===== config.mk =====
export PLATFORM = sky130hd
export DESIGN_NAME = channel_error
export DESIGN_NICKNAME = d
export VERILOG_FILES = /design/src/hdl/dsp_pkg.sv /design/src/hdl/channel_error.sv
export SDC_FILE = /design/constraint.sdc
export NUM_CORES = 1
export LEC_CHECK = 0
export BUFFER_PORTS_ARGS = -buffer_cell sky130_fd_sc_hd__buf_2
export CAP_MARGIN = 20
export CORE_MARGIN = 4
export CORE_UTILIZATION = 57
export CTS_BUF_LIST = sky130_fd_sc_hd__clkbuf_4 sky130_fd_sc_hd__clkbuf_8 sky130_fd_sc_hd__clkbuf_16
export DETAILED_ROUTE_END_ITERATION = 8
export GPL_ROUTABILITY_DRIVEN = 0
export PLACE_DENSITY = 0.82
export SLEW_MARGIN = 25
export SYNTH_ARGS = -nofsm -noshare
export SYNTH_HDL_FRONTEND = slang
export SYNTH_SLANG_ARGS = --single-unit

===== constraint.sdc =====
create_clock -name clk -period 8.5 [get_ports clk]
set_input_delay 1.7 -clock clk [delete_from_list [all_inputs] [get_ports clk]]
set_output_delay 1.7 -clock clk [all_outputs]
set_load 0.05 [all_outputs]

===== src/hdl/dsp_pkg.sv =====
`default_nettype none

package dsp_pkg;

    localparam int lane_count = 4;
    localparam int code_w     = 8;
    localparam int weight_w   = 8;
    localparam int ffe_taps   = 3;
    localparam int chan_taps  = 3;
    localparam int shift_w    = 3;
    localparam int est_w      = 10;
    localparam int ecode_w    = 10;
    localparam int err_w      = 11;
    localparam int cost_w     = 24;

    // Full precision FFE sum, and e - 2*s*hs in the detector
    localparam int ffe_acc_w  = code_w + weight_w + 2;
    localparam int diff_w     = err_w + 1;

    // Latency from codes_i to the error register and to the outputs
    localparam int err_lat     = 4;
    localparam int out_lat     = 6;
    localparam int align_depth = out_lat - err_lat;

    localparam int apb_addr_w = 8;
    localparam int apb_data_w = 32;
    localparam int thresh_lsb = 16;

    localparam logic [apb_addr_w-1:0] addr_ffe_w    = 8'h00;
    localparam logic [apb_addr_w-1:0] addr_ffe_ctl  = 8'h04;
    localparam logic [apb_addr_w-1:0] addr_chan_h   = 8'h08;
    localparam logic [apb_addr_w-1:0] addr_chan_ctl = 8'h0C;

    typedef logic signed [code_w-1:0]    code_t;
    typedef logic signed [weight_w-1:0]  weight_t;
    typedef logic signed [est_w-1:0]     est_t;
    typedef logic signed [ecode_w-1:0]   ecode_t;
    typedef logic signed [err_w-1:0]     err_t;
    typedef logic signed [cost_w-1:0]    cost_t;
    typedef logic signed [ffe_acc_w-1:0] ffe_acc_t;
    typedef logic signed [diff_w-1:0]    diff_t;
    typedef logic [shift_w-1:0]          shift_t;

    typedef struct packed {
        code_t [lane_count-1:0] lane;
    } code_group_t;

    typedef struct packed {
        weight_t [ffe_taps-1:0]  ffe_w;
        shift_t                  ffe_shift;
        est_t                    thresh;
        weight_t [chan_taps-1:0] chan_h;
        shift_t                  chan_shift;
    } cfg_t;

    typedef struct packed {
        logic [lane_count-1:0] lane;
    } bit_group_t;

    typedef struct packed {
        err_t [lane_count-1:0] lane;
    } err_group_t;

    typedef enum logic [1:0] {
        det_none      = 2'd0,
        det_flip_cur  = 2'd1,
        det_flip_next = 2'd2
    } det_e;

    typedef struct packed {
        det_e [lane_count-1:0] lane;
    } det_group_t;

endpackage

`default_nettype wire


===== src/hdl/channel_error.sv =====
`default_nettype none

module channel_error (
    input  wire logic                 clk,
    input  wire logic                 rst_n_i,
    input  wire dsp_pkg::bit_group_t  bits_i,
    input  wire dsp_pkg::bit_group_t  bits_prev_i,
    input  wire dsp_pkg::code_group_t codes_i,
    input  wire dsp_pkg::cfg_t        cfg_i,
    output dsp_pkg::err_group_t       err_o,
    output dsp_pkg::bit_group_t       err_bits_o
);

    logic [2*dsp_pkg::lane_count-1:0]          bit_win;
    dsp_pkg::weight_t [dsp_pkg::chan_taps-1:0] hs;
    dsp_pkg::err_group_t                       err_d;
    dsp_pkg::err_group_t                       err_q;
    dsp_pkg::bit_group_t                       bits_q;

    assign bit_win = {bits_i.lane, bits_prev_i.lane};

    always_comb begin
        for (int j = 0; j < dsp_pkg::chan_taps; j++) begin
            hs[j] = $signed(cfg_i.chan_h[j]) >>> cfg_i.chan_shift;
        end
    end

    // Bit 1 adds the tap, bit 0 subtracts it
    always_comb begin
        dsp_pkg::ecode_t est;
        dsp_pkg::ecode_t tap;
        for (int l = 0; l < dsp_pkg::lane_count; l++) begin
            est = '0;
            for (int j = 0; j < dsp_pkg::chan_taps; j++) begin
                tap = dsp_pkg::ecode_t'($signed(hs[j]));
                if (bit_win[dsp_pkg::lane_count + l - j]) begin
                    est = est + tap;
                end else begin
                    est = est - tap;
                end
            end
            err_d.lane[l] = dsp_pkg::err_t'(est)
                          - dsp_pkg::err_t'($signed(codes_i.lane[l]));
        end
    end

    always_ff @(posedge clk) begin
        if (!rst_n_i) begin
            err_q  <= '0;
            bits_q <= '0;
        end else begin
            err_q  <= err_d;
            bits_q <= bits_i;
        end
    end

    assign err_o      = err_q;
    assign err_bits_o = bits_q;

endmodule

`default_nettype wire


==> run_summary.xml, run 1 <==
<?xml version="1.0" encoding="UTF-8"?>
<metrics>
  <group name="outcome">
    <metric name="run_status" unit="">complete, no violations</metric>
  </group>
  <group name="critical_path">
    <metric name="critical_path.max_stage_delay" unit="ns">0.69</metric>
    <metric name="timing.critical_path.cells" unit="">buf_2 -&gt; mux2_2 -&gt; a21oi_1 -&gt; ha_1 -&gt; nand3b_1 -&gt; nor3b_1 -&gt; nor2_1 -&gt; xnor2_1 -&gt; ha_1 -&gt; inv_1 -&gt; o21bai_1 -&gt; a21oi_1 -&gt; xnor2_1 -&gt; ha_1 -&gt; a21o_1 -&gt; a41o_1 -&gt; nand2_1 -&gt; nor2_1 -&gt; o41ai_1 -&gt; nand3_1 -&gt; ha_1 -&gt; nand2_1 -&gt; o41ai_1</metric>
    <metric name="timing.critical_path.fanout_max" unit="">42</metric>
    <metric name="critPathBufInv" unit="">2</metric>
    <metric name="critical_path.most_common_cell" unit="">sky130_fd_sc_hd__ha_1</metric>
    <metric name="setup.worst_path.end_class" unit="">register</metric>
    <metric name="crit_slowest_cell" unit="">sky130_fd_sc_hd__nor3b_1</metric>
    <metric name="start_to_end_type_of_the_worst_setup_path" unit="">primary input to register</metric>
    <metric name="worstPathArrival" unit="ns">7.74</metric>
    <metric name="worst_ep_required_time" unit="ns">8.67</metric>
    <metric name="critPathTopFamily" unit="">compound AO/OA/AOI/OAI gates</metric>
    <metric name="crit_path_start_kind" unit="">primary input</metric>
  </group>
  <group name="clock_network">
    <metric name="clk_path_buf_depth" unit="">2</metric>
    <metric name="holdBufCountCts" unit="">0</metric>
    <metric name="root_buffer" unit="">sky130_fd_sc_hd__clkbuf_16</metric>
    <metric name="tritoncts_clock_tree" unit="">yes</metric>
    <metric name="cts.sink_count" unit="">48</metric>
    <metric name="postCtsSetupBuffers" unit="">0</metric>
    <metric name="cts_resized" unit="">0</metric>
    <metric name="clkTransAtPathRegs" unit="ns">0.06</metric>
    <metric name="tritoncts.num_buffers" unit="">5</metric>
    <metric name="cts_max_level" unit="">2</metric>
  </group>
  <group name="power_and_ir_drop">
    <metric name="switchingPower" unit="mW">1.902</metric>
    <metric name="combPwrFrac" unit="">0.850</metric>
    <metric name="power.sequential.fraction" unit="">0.094</metric>
    <metric name="power.density_cell_area" unit="nW/µm²">403.3</metric>
    <metric name="power.switching_fraction" unit="">0.5202</metric>
    <metric name="vdd_drop_max" unit="V">0.0001775</metric>
    <metric name="leakagePower" unit="nW">4.408</metric>
    <metric name="power.total" unit="mW">3.655</metric>
    <metric name="pwr-share-clk" unit="">0.057</metric>
    <metric name="internal_power" unit="mW">1.754</metric>
  </group>
  <group name="logic_synthesis">
    <metric name="synth-edff-count" unit="">0</metric>
    <metric name="ys_types" unit="">62</metric>
    <metric name="synth_async_sr_flop_share" unit="">0</metric>
    <metric name="synthesis.area" unit="µm²">8264</metric>
    <metric name="syn-num-nets" unit="">1337</metric>
    <metric name="yosysWarningCount" unit="">0</metric>
    <metric name="sequential_area_share_after_synthesis" unit="">0.1163</metric>
    <metric name="synth_flop_cell" unit="">sky130_fd_sc_hd__dfxtp_1</metric>
    <metric name="syn_avg_cell_area" unit="µm²">7.445</metric>
    <metric name="post_synth_inst_count" unit="">1110</metric>
    <metric name="synth.ff_latch_count" unit="">48</metric>
  </group>
  <group name="sta">
    <metric name="grt_setup_unrepaired" unit="">false</metric>
    <metric name="drv_slew" unit="">0</metric>
    <metric name="final_period_minus_worst_setup_slack" unit="ns">7.569</metric>
    <metric name="hold_violations" unit="">0</metric>
    <metric name="tightest_slew" unit="ns">1.003</metric>
    <metric name="setup_viol" unit="">0</metric>
    <metric name="setup_ws" unit="ns">0.9307</metric>
    <metric name="min_period_over_period" unit="">0.8905</metric>
    <metric name="slew_headroom" unit="">0.3315</metric>
    <metric name="timing.fmax" unit="GHz">0.1321</metric>
    <metric name="timing.setup.tns" unit="ns">0</metric>
  </group>
  <group name="grt">
    <metric name="aggregate_global_routing_overflow" unit="">0</metric>
    <metric name="grt_antenna_before_repair" unit="">0</metric>
    <metric name="grt_pass1_vias" unit="">7659</metric>
    <metric name="grt_start_max_net_pins" unit="">43</metric>
    <metric name="grt_pass1_wl" unit="µm">35160</metric>
    <metric name="overall_global_routing_resource_usage" unit="">0.2562</metric>
  </group>
  <group name="detailed_routing">
    <metric name="vias" unit="">7957</metric>
    <metric name="drt_first_iter_violations" unit="">566</metric>
    <metric name="vias_per_cell" unit="">5.783</metric>
    <metric name="routed_wire_length_per_instance" unit="µm">15.31</metric>
    <metric name="postRouteWirelength" unit="µm">21060</metric>
    <metric name="route.antenna.remaining_nets" unit="">0</metric>
    <metric name="detailed_routing_iterations_pass_1" unit="">7</metric>
    <metric name="post-route-drc-count" unit="">0</metric>
  </group>
  <group name="die">
    <metric name="dieWidth" unit="µm">128.4</metric>
    <metric name="top_level_ports" unit="">154</metric>
    <metric name="standard_cell_rows" unit="">43</metric>
    <metric name="die_span_y" unit="µm">128.4</metric>
    <metric name="initial_utilization" unit="">0.5885</metric>
    <metric name="floorplan.core_area" unit="µm²">14040</metric>
    <metric name="fp.dieArea" unit="µm²">16490</metric>
  </group>
  <group name="min_path">
    <metric name="timing.hold.worst_endpoint" unit="">err_o[11]$_SDFF_PN0_</metric>
    <metric name="min_delay_path_depth" unit="">3</metric>
    <metric name="worst_hold_path_type" unit="">primary input to register</metric>
    <metric name="hold_path.startpoint" unit="">codes_i[8]</metric>
  </group>
  <group name="placement">
    <metric name="dpl_worst_slack" unit="ns">0.9346</metric>
    <metric name="post-place-cells" unit="">1368</metric>
    <metric name="detailed_place_hpwl" unit="µm">16520</metric>
    <metric name="port_buffers" unit="">114</metric>
  </group>
  <group name="finish">
    <metric name="finish.utilization" unit="">0.6454</metric>
    <metric name="ratio_of_cells_with_drive_above_1_in_the_final_layout" unit="">0.1304</metric>
    <metric name="syn2layout_area_growth" unit="%">9.659</metric>
    <metric name="multi_input_comb_area" unit="µm²">6743</metric>
    <metric name="n_fill_cell" unit="">1270</metric>
    <metric name="num-nets-final" unit="">1422</metric>
    <metric name="finish.cell_count_without_fillers" unit="">1376</metric>
    <metric name="insertedDiodeCount" unit="">0</metric>
    <metric name="final-seq-area" unit="µm²">960.9</metric>
  </group>
  <group name="run">
    <metric name="maxCapViolations" unit="">0</metric>
  </group>
</metrics>
==> registers in the layout (all words and copies together) (netlist names) <==
| register | flops |
|---|---|
| err_bits_o | 4 |
| err_o | 44 |
==> final cells by class <==
type	count	share of cell area
multi-input combinational	923	0.7440
timing repair buffer	120	0.06793
clock buffer	6	0.01533
tap	180	0.02485
clock inverter	2	0.001657
sequential	48	0.1060
inverter	97	0.04018
==> synth_stat cells (9+ instances only) <==
cell type | number | area share
sky130_fd_sc_hd__nor3_1 | 22 | 0.013
sky130_fd_sc_hd__clkbuf_1 | 19 | 0.0086
sky130_fd_sc_hd__o21ai_0 | 47 | 0.028
sky130_fd_sc_hd__o21a_1 | 14 | 0.013
sky130_fd_sc_hd__nor2_1 | 167 | 0.076
sky130_fd_sc_hd__nand3_1 | 14 | 0.0085
sky130_fd_sc_hd__nor2b_1 | 19 | 0.014
sky130_fd_sc_hd__nand2_1 | 58 | 0.026
sky130_fd_sc_hd__o21bai_1 | 30 | 0.027
sky130_fd_sc_hd__buf_2 | 10 | 0.0061
sky130_fd_sc_hd__a21o_1 | 27 | 0.025
sky130_fd_sc_hd__inv_1 | 95 | 0.043
sky130_fd_sc_hd__dfxtp_1 | 48 | 0.12
sky130_fd_sc_hd__ha_1 | 109 | 0.17
sky130_fd_sc_hd__fa_1 | 12 | 0.029
sky130_fd_sc_hd__mux2i_1 | 28 | 0.034
sky130_fd_sc_hd__a21oi_1 | 98 | 0.059
sky130_fd_sc_hd__and2_1 | 10 | 0.0076
sky130_fd_sc_hd__xor2_1 | 51 | 0.054
sky130_fd_sc_hd__xnor2_1 | 99 | 0.10
sky130_fd_sc_hd__buf_1 | 9 | 0.0041
==> worst max path at each step <==
stage	start	end	slack [ns]	cells after the start
2_1_floorplan	cfg_i[2]	err_o[21]$_SDFF_PN0_	1.45	28
3_3_place_gp	cfg_i[2]	err_o[21]$_SDFF_PN0_	1.05	25
3_5_place_dp	cfg_i[2]	err_o[10]$_SDFF_PN0_	0.93	23
4_1_cts	cfg_i[2]	err_o[10]$_SDFF_PN0_	1.12	23
5_1_grt	cfg_i[0]	err_o[21]$_SDFF_PN0_	0.67	27
6_report	cfg_i[2]	err_o[10]$_SDFF_PN0_	0.93	23
==> through the flow <==
| stage | hold slack, ns | area, µm² |
|---|---|---|
| floorplan | 1.827 | 8264 |
| global placement | 1.983 | 8909 |
| detailed placement | 1.984 | 8909 |
| CTS | 1.673 | 9062 |
| global route | 1.679 | 9062 |
| finish | 1.680 | 9062 |
==> cells in the final DEF, fill, tap and decap left out, types with 6 or more instances in the layout <==
cell type	Yosys	final
sky130_fd_sc_hd__nor2b_1	19	19
sky130_fd_sc_hd__nor3b_1	8	8
sky130_fd_sc_hd__a41o_1	8	8
sky130_fd_sc_hd__xnor2_1	99	99
sky130_fd_sc_hd__o21bai_1	30	30
sky130_fd_sc_hd__nand3_1	14	14
sky130_fd_sc_hd__nor2_1	167	167
sky130_fd_sc_hd__o41ai_1	7	7
sky130_fd_sc_hd__inv_1	95	95
sky130_fd_sc_hd__a21oi_1	98	98
sky130_fd_sc_hd__xor2_1	51	51
sky130_fd_sc_hd__a41oi_1	8	8
sky130_fd_sc_hd__o21ai_0	47	47
sky130_fd_sc_hd__a21o_1	27	27
sky130_fd_sc_hd__mux2_2	7	7
sky130_fd_sc_hd__nand2_1	58	58
sky130_fd_sc_hd__o21a_1	14	14
sky130_fd_sc_hd__buf_4	1	6
sky130_fd_sc_hd__fa_1	12	12
sky130_fd_sc_hd__ha_1	109	109
sky130_fd_sc_hd__dfxtp_1	48	48
sky130_fd_sc_hd__mux2i_1	28	28
sky130_fd_sc_hd__a211o_1	8	8
sky130_fd_sc_hd__nor3_1	22	22
sky130_fd_sc_hd__and2_1	10	10
sky130_fd_sc_hd__buf_2	10	114
==> power groups by stage <==
| stage | clock network (mW) | logic (mW) | registers, mW |
|---|---|---|---|
| after floorplan | 0 | 2.29 | 0.638 |
| after global placement | 0 | 3.00 | 0.344 |
| after detailed placement | 0 | 3.09 | 0.349 |
| after CTS | 0.214 | 3.11 | 0.344 |
| after global routing | 0.221 | 3.52 | 0.351 |
| final | 0.207 | 3.11 | 0.342 |
==> logic make-up (layout without fill, tap and decap cells) <==
kind of cell,after synthesis,after routing,share of synthesized area
AND/OR/NAND/NOR,320,320,0.1712
AO/OA/AOI/OAI,291,291,0.2329
XOR/XNOR,150,150,0.1590
buffers and inverters,139,225,0.06783
adder cells (fa/ha/maj),121,121,0.1941
flip-flops,48,48,0.1163
multiplexers,41,41,0.05874
==> layer usage <==
| metal | share of wire | global-route usage |
|---|---|---|
| met1 | 0.44 | 0.3441 |
| met4 | 0.042 | 0.1136 |
| met5 | 0 | 0 |
| met3 | 0.084 | 0.02906 |
| met2 | 0.44 | 0.4146 |
No activity file was read; power rests on OpenSTA's default activity.
==> inputs of run 2 (changes only) <==
--- a/config.mk
+++ b/config.mk
@@ -5,6 +5,7 @@
 export SDC_FILE = /design/constraint.sdc
 export NUM_CORES = 1
 export LEC_CHECK = 0
+export ABC_AREA = 1
 export BUFFER_PORTS_ARGS = -buffer_cell sky130_fd_sc_hd__buf_2
 export CAP_MARGIN = 20
 export CORE_MARGIN = 4
==> run 2 against run 1 <==
- routed wire length decreased by 3.6%
- total power decreased by 14%
- sequential power decreased by 1%
- area after synthesis decreased by 0.86%
- core utilization decreased by 0.29 points
- die area decreased by 0.81%
- count of clock-buffer cells in the layout unchanged
- critical path type unchanged
- largest cell class unchanged
- highest routed layer unchanged
==> run_summary.xml, run 2 <==
<?xml version="1.0" encoding="UTF-8"?>
<metrics>
  <group name="detailed_routing">
    <metric name="postRouteWirelength" unit="µm">20310</metric>
    <metric name="post-route-drc-count" unit="">0</metric>
    <metric name="routed_wire_length_per_instance" unit="µm">12.56</metric>
    <metric name="drt_first_iter_violations" unit="">633</metric>
    <metric name="vias_per_cell" unit="">5.241</metric>
    <metric name="route.antenna.remaining_nets" unit="">0</metric>
    <metric name="detailed_routing_iterations_pass_1" unit="">5</metric>
    <metric name="vias" unit="">8475</metric>
  </group>
  <group name="finish">
    <metric name="largest_reg_flops" unit="">44</metric>
    <metric name="stdcell_area" unit="µm²">8987</metric>
    <metric name="ratio_of_cells_with_drive_above_1_in_the_final_layout" unit="">0.1113</metric>
    <metric name="final_common_cell" unit="">sky130_fd_sc_hd__nand2_1</metric>
    <metric name="layout_common_cells" unit="">sky130_fd_sc_hd__nand2_1, sky130_fd_sc_hd__inv_1, sky130_fd_sc_hd__a21oi_1</metric>
    <metric name="syn2layout_area_growth" unit="%">9.698</metric>
    <metric name="finish.cell_count_without_fillers" unit="">1617</metric>
    <metric name="finish.utilization" unit="">0.6425</metric>
    <metric name="insertedDiodeCount" unit="">0</metric>
    <metric name="num-nets-final" unit="">1663</metric>
  </group>
  <group name="power_and_ir_drop">
    <metric name="power.total" unit="mW">3.152</metric>
    <metric name="power.sequential.fraction" unit="">0.107</metric>
    <metric name="leakagePower" unit="nW">5.058</metric>
    <metric name="combPwrFrac" unit="">0.820</metric>
    <metric name="power.switching_fraction" unit="">0.5616</metric>
    <metric name="pwr-share-clk" unit="">0.073</metric>
    <metric name="power.density_cell_area" unit="nW/µm²">350.7</metric>
    <metric name="switchingPower" unit="mW">1.770</metric>
    <metric name="internal_power" unit="mW">1.382</metric>
    <metric name="vdd_drop_max" unit="V">0.0001552</metric>
  </group>
  <group name="critical_path">
    <metric name="setup.worst_path.end_class" unit="">register</metric>
    <metric name="critical_path.max_stage_delay" unit="ns">0.35</metric>
    <metric name="critical_path.most_common_cell" unit="">sky130_fd_sc_hd__inv_1</metric>
    <metric name="start_to_end_type_of_the_worst_setup_path" unit="">primary input to register</metric>
    <metric name="crit_slowest_cell" unit="">sky130_fd_sc_hd__ha_1</metric>
    <metric name="timing.critical_path.fanout_max" unit="">24</metric>
    <metric name="crit_path_start_kind" unit="">primary input</metric>
    <metric name="worst_ep_required_time" unit="ns">8.71</metric>
    <metric name="worstPathArrival" unit="ns">7.35</metric>
  </group>
  <group name="logic_synthesis">
    <metric name="synthesis.area" unit="µm²">8193</metric>
    <metric name="post_synth_inst_count" unit="">1352</metric>
    <metric name="synth_async_sr_flop_share" unit="">0</metric>
    <metric name="synth_largest_type_area_fraction" unit="">0.1665</metric>
    <metric name="post_synth_most_frequent_cells" unit="">sky130_fd_sc_hd__nand2_1, sky130_fd_sc_hd__inv_1, sky130_fd_sc_hd__a21oi_1, sky130_fd_sc_hd__o21ai_0, sky130_fd_sc_hd__ha_1</metric>
    <metric name="largest_cells_by_area_after_synthesis" unit="">sky130_fd_sc_hd__ha_1, sky130_fd_sc_hd__nand2_1, sky130_fd_sc_hd__dfxtp_1</metric>
    <metric name="synth.ff_latch_count" unit="">48</metric>
    <metric name="synthDominantAreaCellType" unit="">sky130_fd_sc_hd__ha_1</metric>
    <metric name="synth_flop_cell" unit="">sky130_fd_sc_hd__dfxtp_1</metric>
    <metric name="sequential_area_share_after_synthesis" unit="">0.1173</metric>
    <metric name="syn_avg_cell_area" unit="µm²">6.060</metric>
    <metric name="syn-num-nets" unit="">1579</metric>
    <metric name="synth-edff-count" unit="">0</metric>
    <metric name="yosysWarningCount" unit="">0</metric>
    <metric name="ys_types" unit="">44</metric>
    <metric name="yosysMostFrequentCell" unit="">sky130_fd_sc_hd__nand2_1</metric>
  </group>
  <group name="sta">
    <metric name="hold-worst-slack" unit="ns">1.683</metric>
    <metric name="grt_setup_unrepaired" unit="">false</metric>
    <metric name="tightest_slew" unit="ns">0.6638</metric>
    <metric name="timing.setup.tns" unit="ns">0</metric>
    <metric name="slew_headroom" unit="">0.5574</metric>
    <metric name="timing.fmax" unit="GHz">0.1400</metric>
    <metric name="min_period_over_period" unit="">0.8404</metric>
    <metric name="drv_slew" unit="">0</metric>
    <metric name="hold_violations" unit="">0</metric>
    <metric name="setup_viol" unit="">0</metric>
    <metric name="final_period_minus_worst_setup_slack" unit="ns">7.144</metric>
    <metric name="setup_ws" unit="ns">1.356</metric>
  </group>
  <group name="clock_network">
    <metric name="cts_max_level" unit="">2</metric>
    <metric name="root_buffer" unit="">sky130_fd_sc_hd__clkbuf_16</metric>
    <metric name="clk_path_buf_depth" unit="">2</metric>
    <metric name="tritoncts.num_buffers" unit="">5</metric>
    <metric name="postCtsSetupBuffers" unit="">0</metric>
    <metric name="tritoncts_clock_tree" unit="">yes</metric>
    <metric name="holdBufCountCts" unit="">0</metric>
    <metric name="clkTransAtPathRegs" unit="ns">0.06</metric>
    <metric name="cts_resized" unit="">0</metric>
    <metric name="cts.sink_count" unit="">48</metric>
  </group>
  <group name="run">
    <metric name="maxCapViolations" unit="">0</metric>
  </group>
  <group name="placement">
    <metric name="detailed_place_hpwl" unit="µm">17180</metric>
    <metric name="post-place-cells" unit="">1609</metric>
    <metric name="port_buffers" unit="">114</metric>
    <metric name="placement.cell_area" unit="µm²">8810</metric>
    <metric name="dpl_worst_slack" unit="ns">1.109</metric>
  </group>
  <group name="die">
    <metric name="dieWidth" unit="µm">127.9</metric>
    <metric name="fp.dieArea" unit="µm²">16360</metric>
    <metric name="die_span_y" unit="µm">127.9</metric>
    <metric name="floorplan.core_area" unit="µm²">13990</metric>
    <metric name="top_level_ports" unit="">154</metric>
    <metric name="standard_cell_rows" unit="">43</metric>
    <metric name="initial_utilization" unit="">0.5857</metric>
  </group>
  <group name="grt">
    <metric name="aggregate_global_routing_overflow" unit="">0</metric>
    <metric name="grt_antenna_before_repair" unit="">0</metric>
    <metric name="overall_global_routing_resource_usage" unit="">0.2460</metric>
    <metric name="grt_pass1_vias" unit="">7540</metric>
    <metric name="grt_start_max_net_pins" unit="">42</metric>
    <metric name="grt_pass1_wl" unit="µm">34110</metric>
  </group>
  <group name="min_path">
    <metric name="worst_hold_path_type" unit="">primary input to register</metric>
    <metric name="min_delay_path_depth" unit="">3</metric>
  </group>
  <group name="outcome">
    <metric name="run_status" unit="">complete, no violations</metric>
  </group>
</metrics>
## run 2: changes by cell type after synthesis, sizes merged, moves of 19 or more
cell / previous run / this run
a21o: 27 / 0
a21oi: 103 / 139
inv: 97 / 230
mux2i: 29 / 0
nand2: 58 / 359
nand3: 14 / 75
nor2: 167 / 57
nor2b: 19 / 0
o21ai: 49 / 143
o21bai: 30 / 11
xnor2: 99 / 22
## run 2: critical path: cells and delay by family
family / cells / cell delay [ns]
AOI/OAI and AO/OA: 8 / 1.27
xor gates and xnor gates: 2 / 0.48
adders and majority gates: 4 / 1.14
buffers and inverters: 9 / 1.04
and+or+nand+nor: 14 / 1.75
## run 2: final timing paths
path	start	end
hold / removal	codes_i[24]	err_o[33]$_SDFF_PN0_
setup / recovery	cfg_i[0]	err_o[20]$_SDFF_PN0_
## run 2: power by group through the flow
stage	Combinational [mW]	Sequential, mW	Clock, mW
2_1_floorplan	1.78	0.649	0
3_3_place_gp	2.50	0.341	0
3_5_place_dp	2.55	0.343	0
4_1_cts	2.57	0.338	0.238
5_1_grt	2.95	0.344	0.244
6_report	2.58	0.337	0.231
## run 2: kinds of logic after synthesis
kind of cell	after synthesis	share of synthesized area
adders and majority gates	121	0.1958
buffers and inverters	269	0.1286
xor gates and xnor gates	70	0.07483
and+or+nand+nor	520	0.2673
AOI/OAI and AO/OA	324	0.2163
DFF	48	0.1173
## run 2: area by class of cell
cell class / count / area, µm²
Clock inverter: 2 / 38.79
Clock buffer: 6 / 138.9
Multi-Input combinational cell: 1035 / 6178
Tap cell: 180 / 225.2
Inverter: 231 / 867.1
Fill cell: 1313 / 5001
Sequential cell: 48 / 960.9
Timing Repair Buffer: 115 / 578.1
## run 2: layer usage
metal | global-route usage | vias up | part of all wire
li1 | - | 4563 | -
met1 | 0.3434 | 3638 | 0.48
met2 | 0.4119 | 239 | 0.45
met3 | 0.01500 | 35 | 0.050
met4 | 0.06679 | 0 | 0.021
met5 | 0 | - | 0
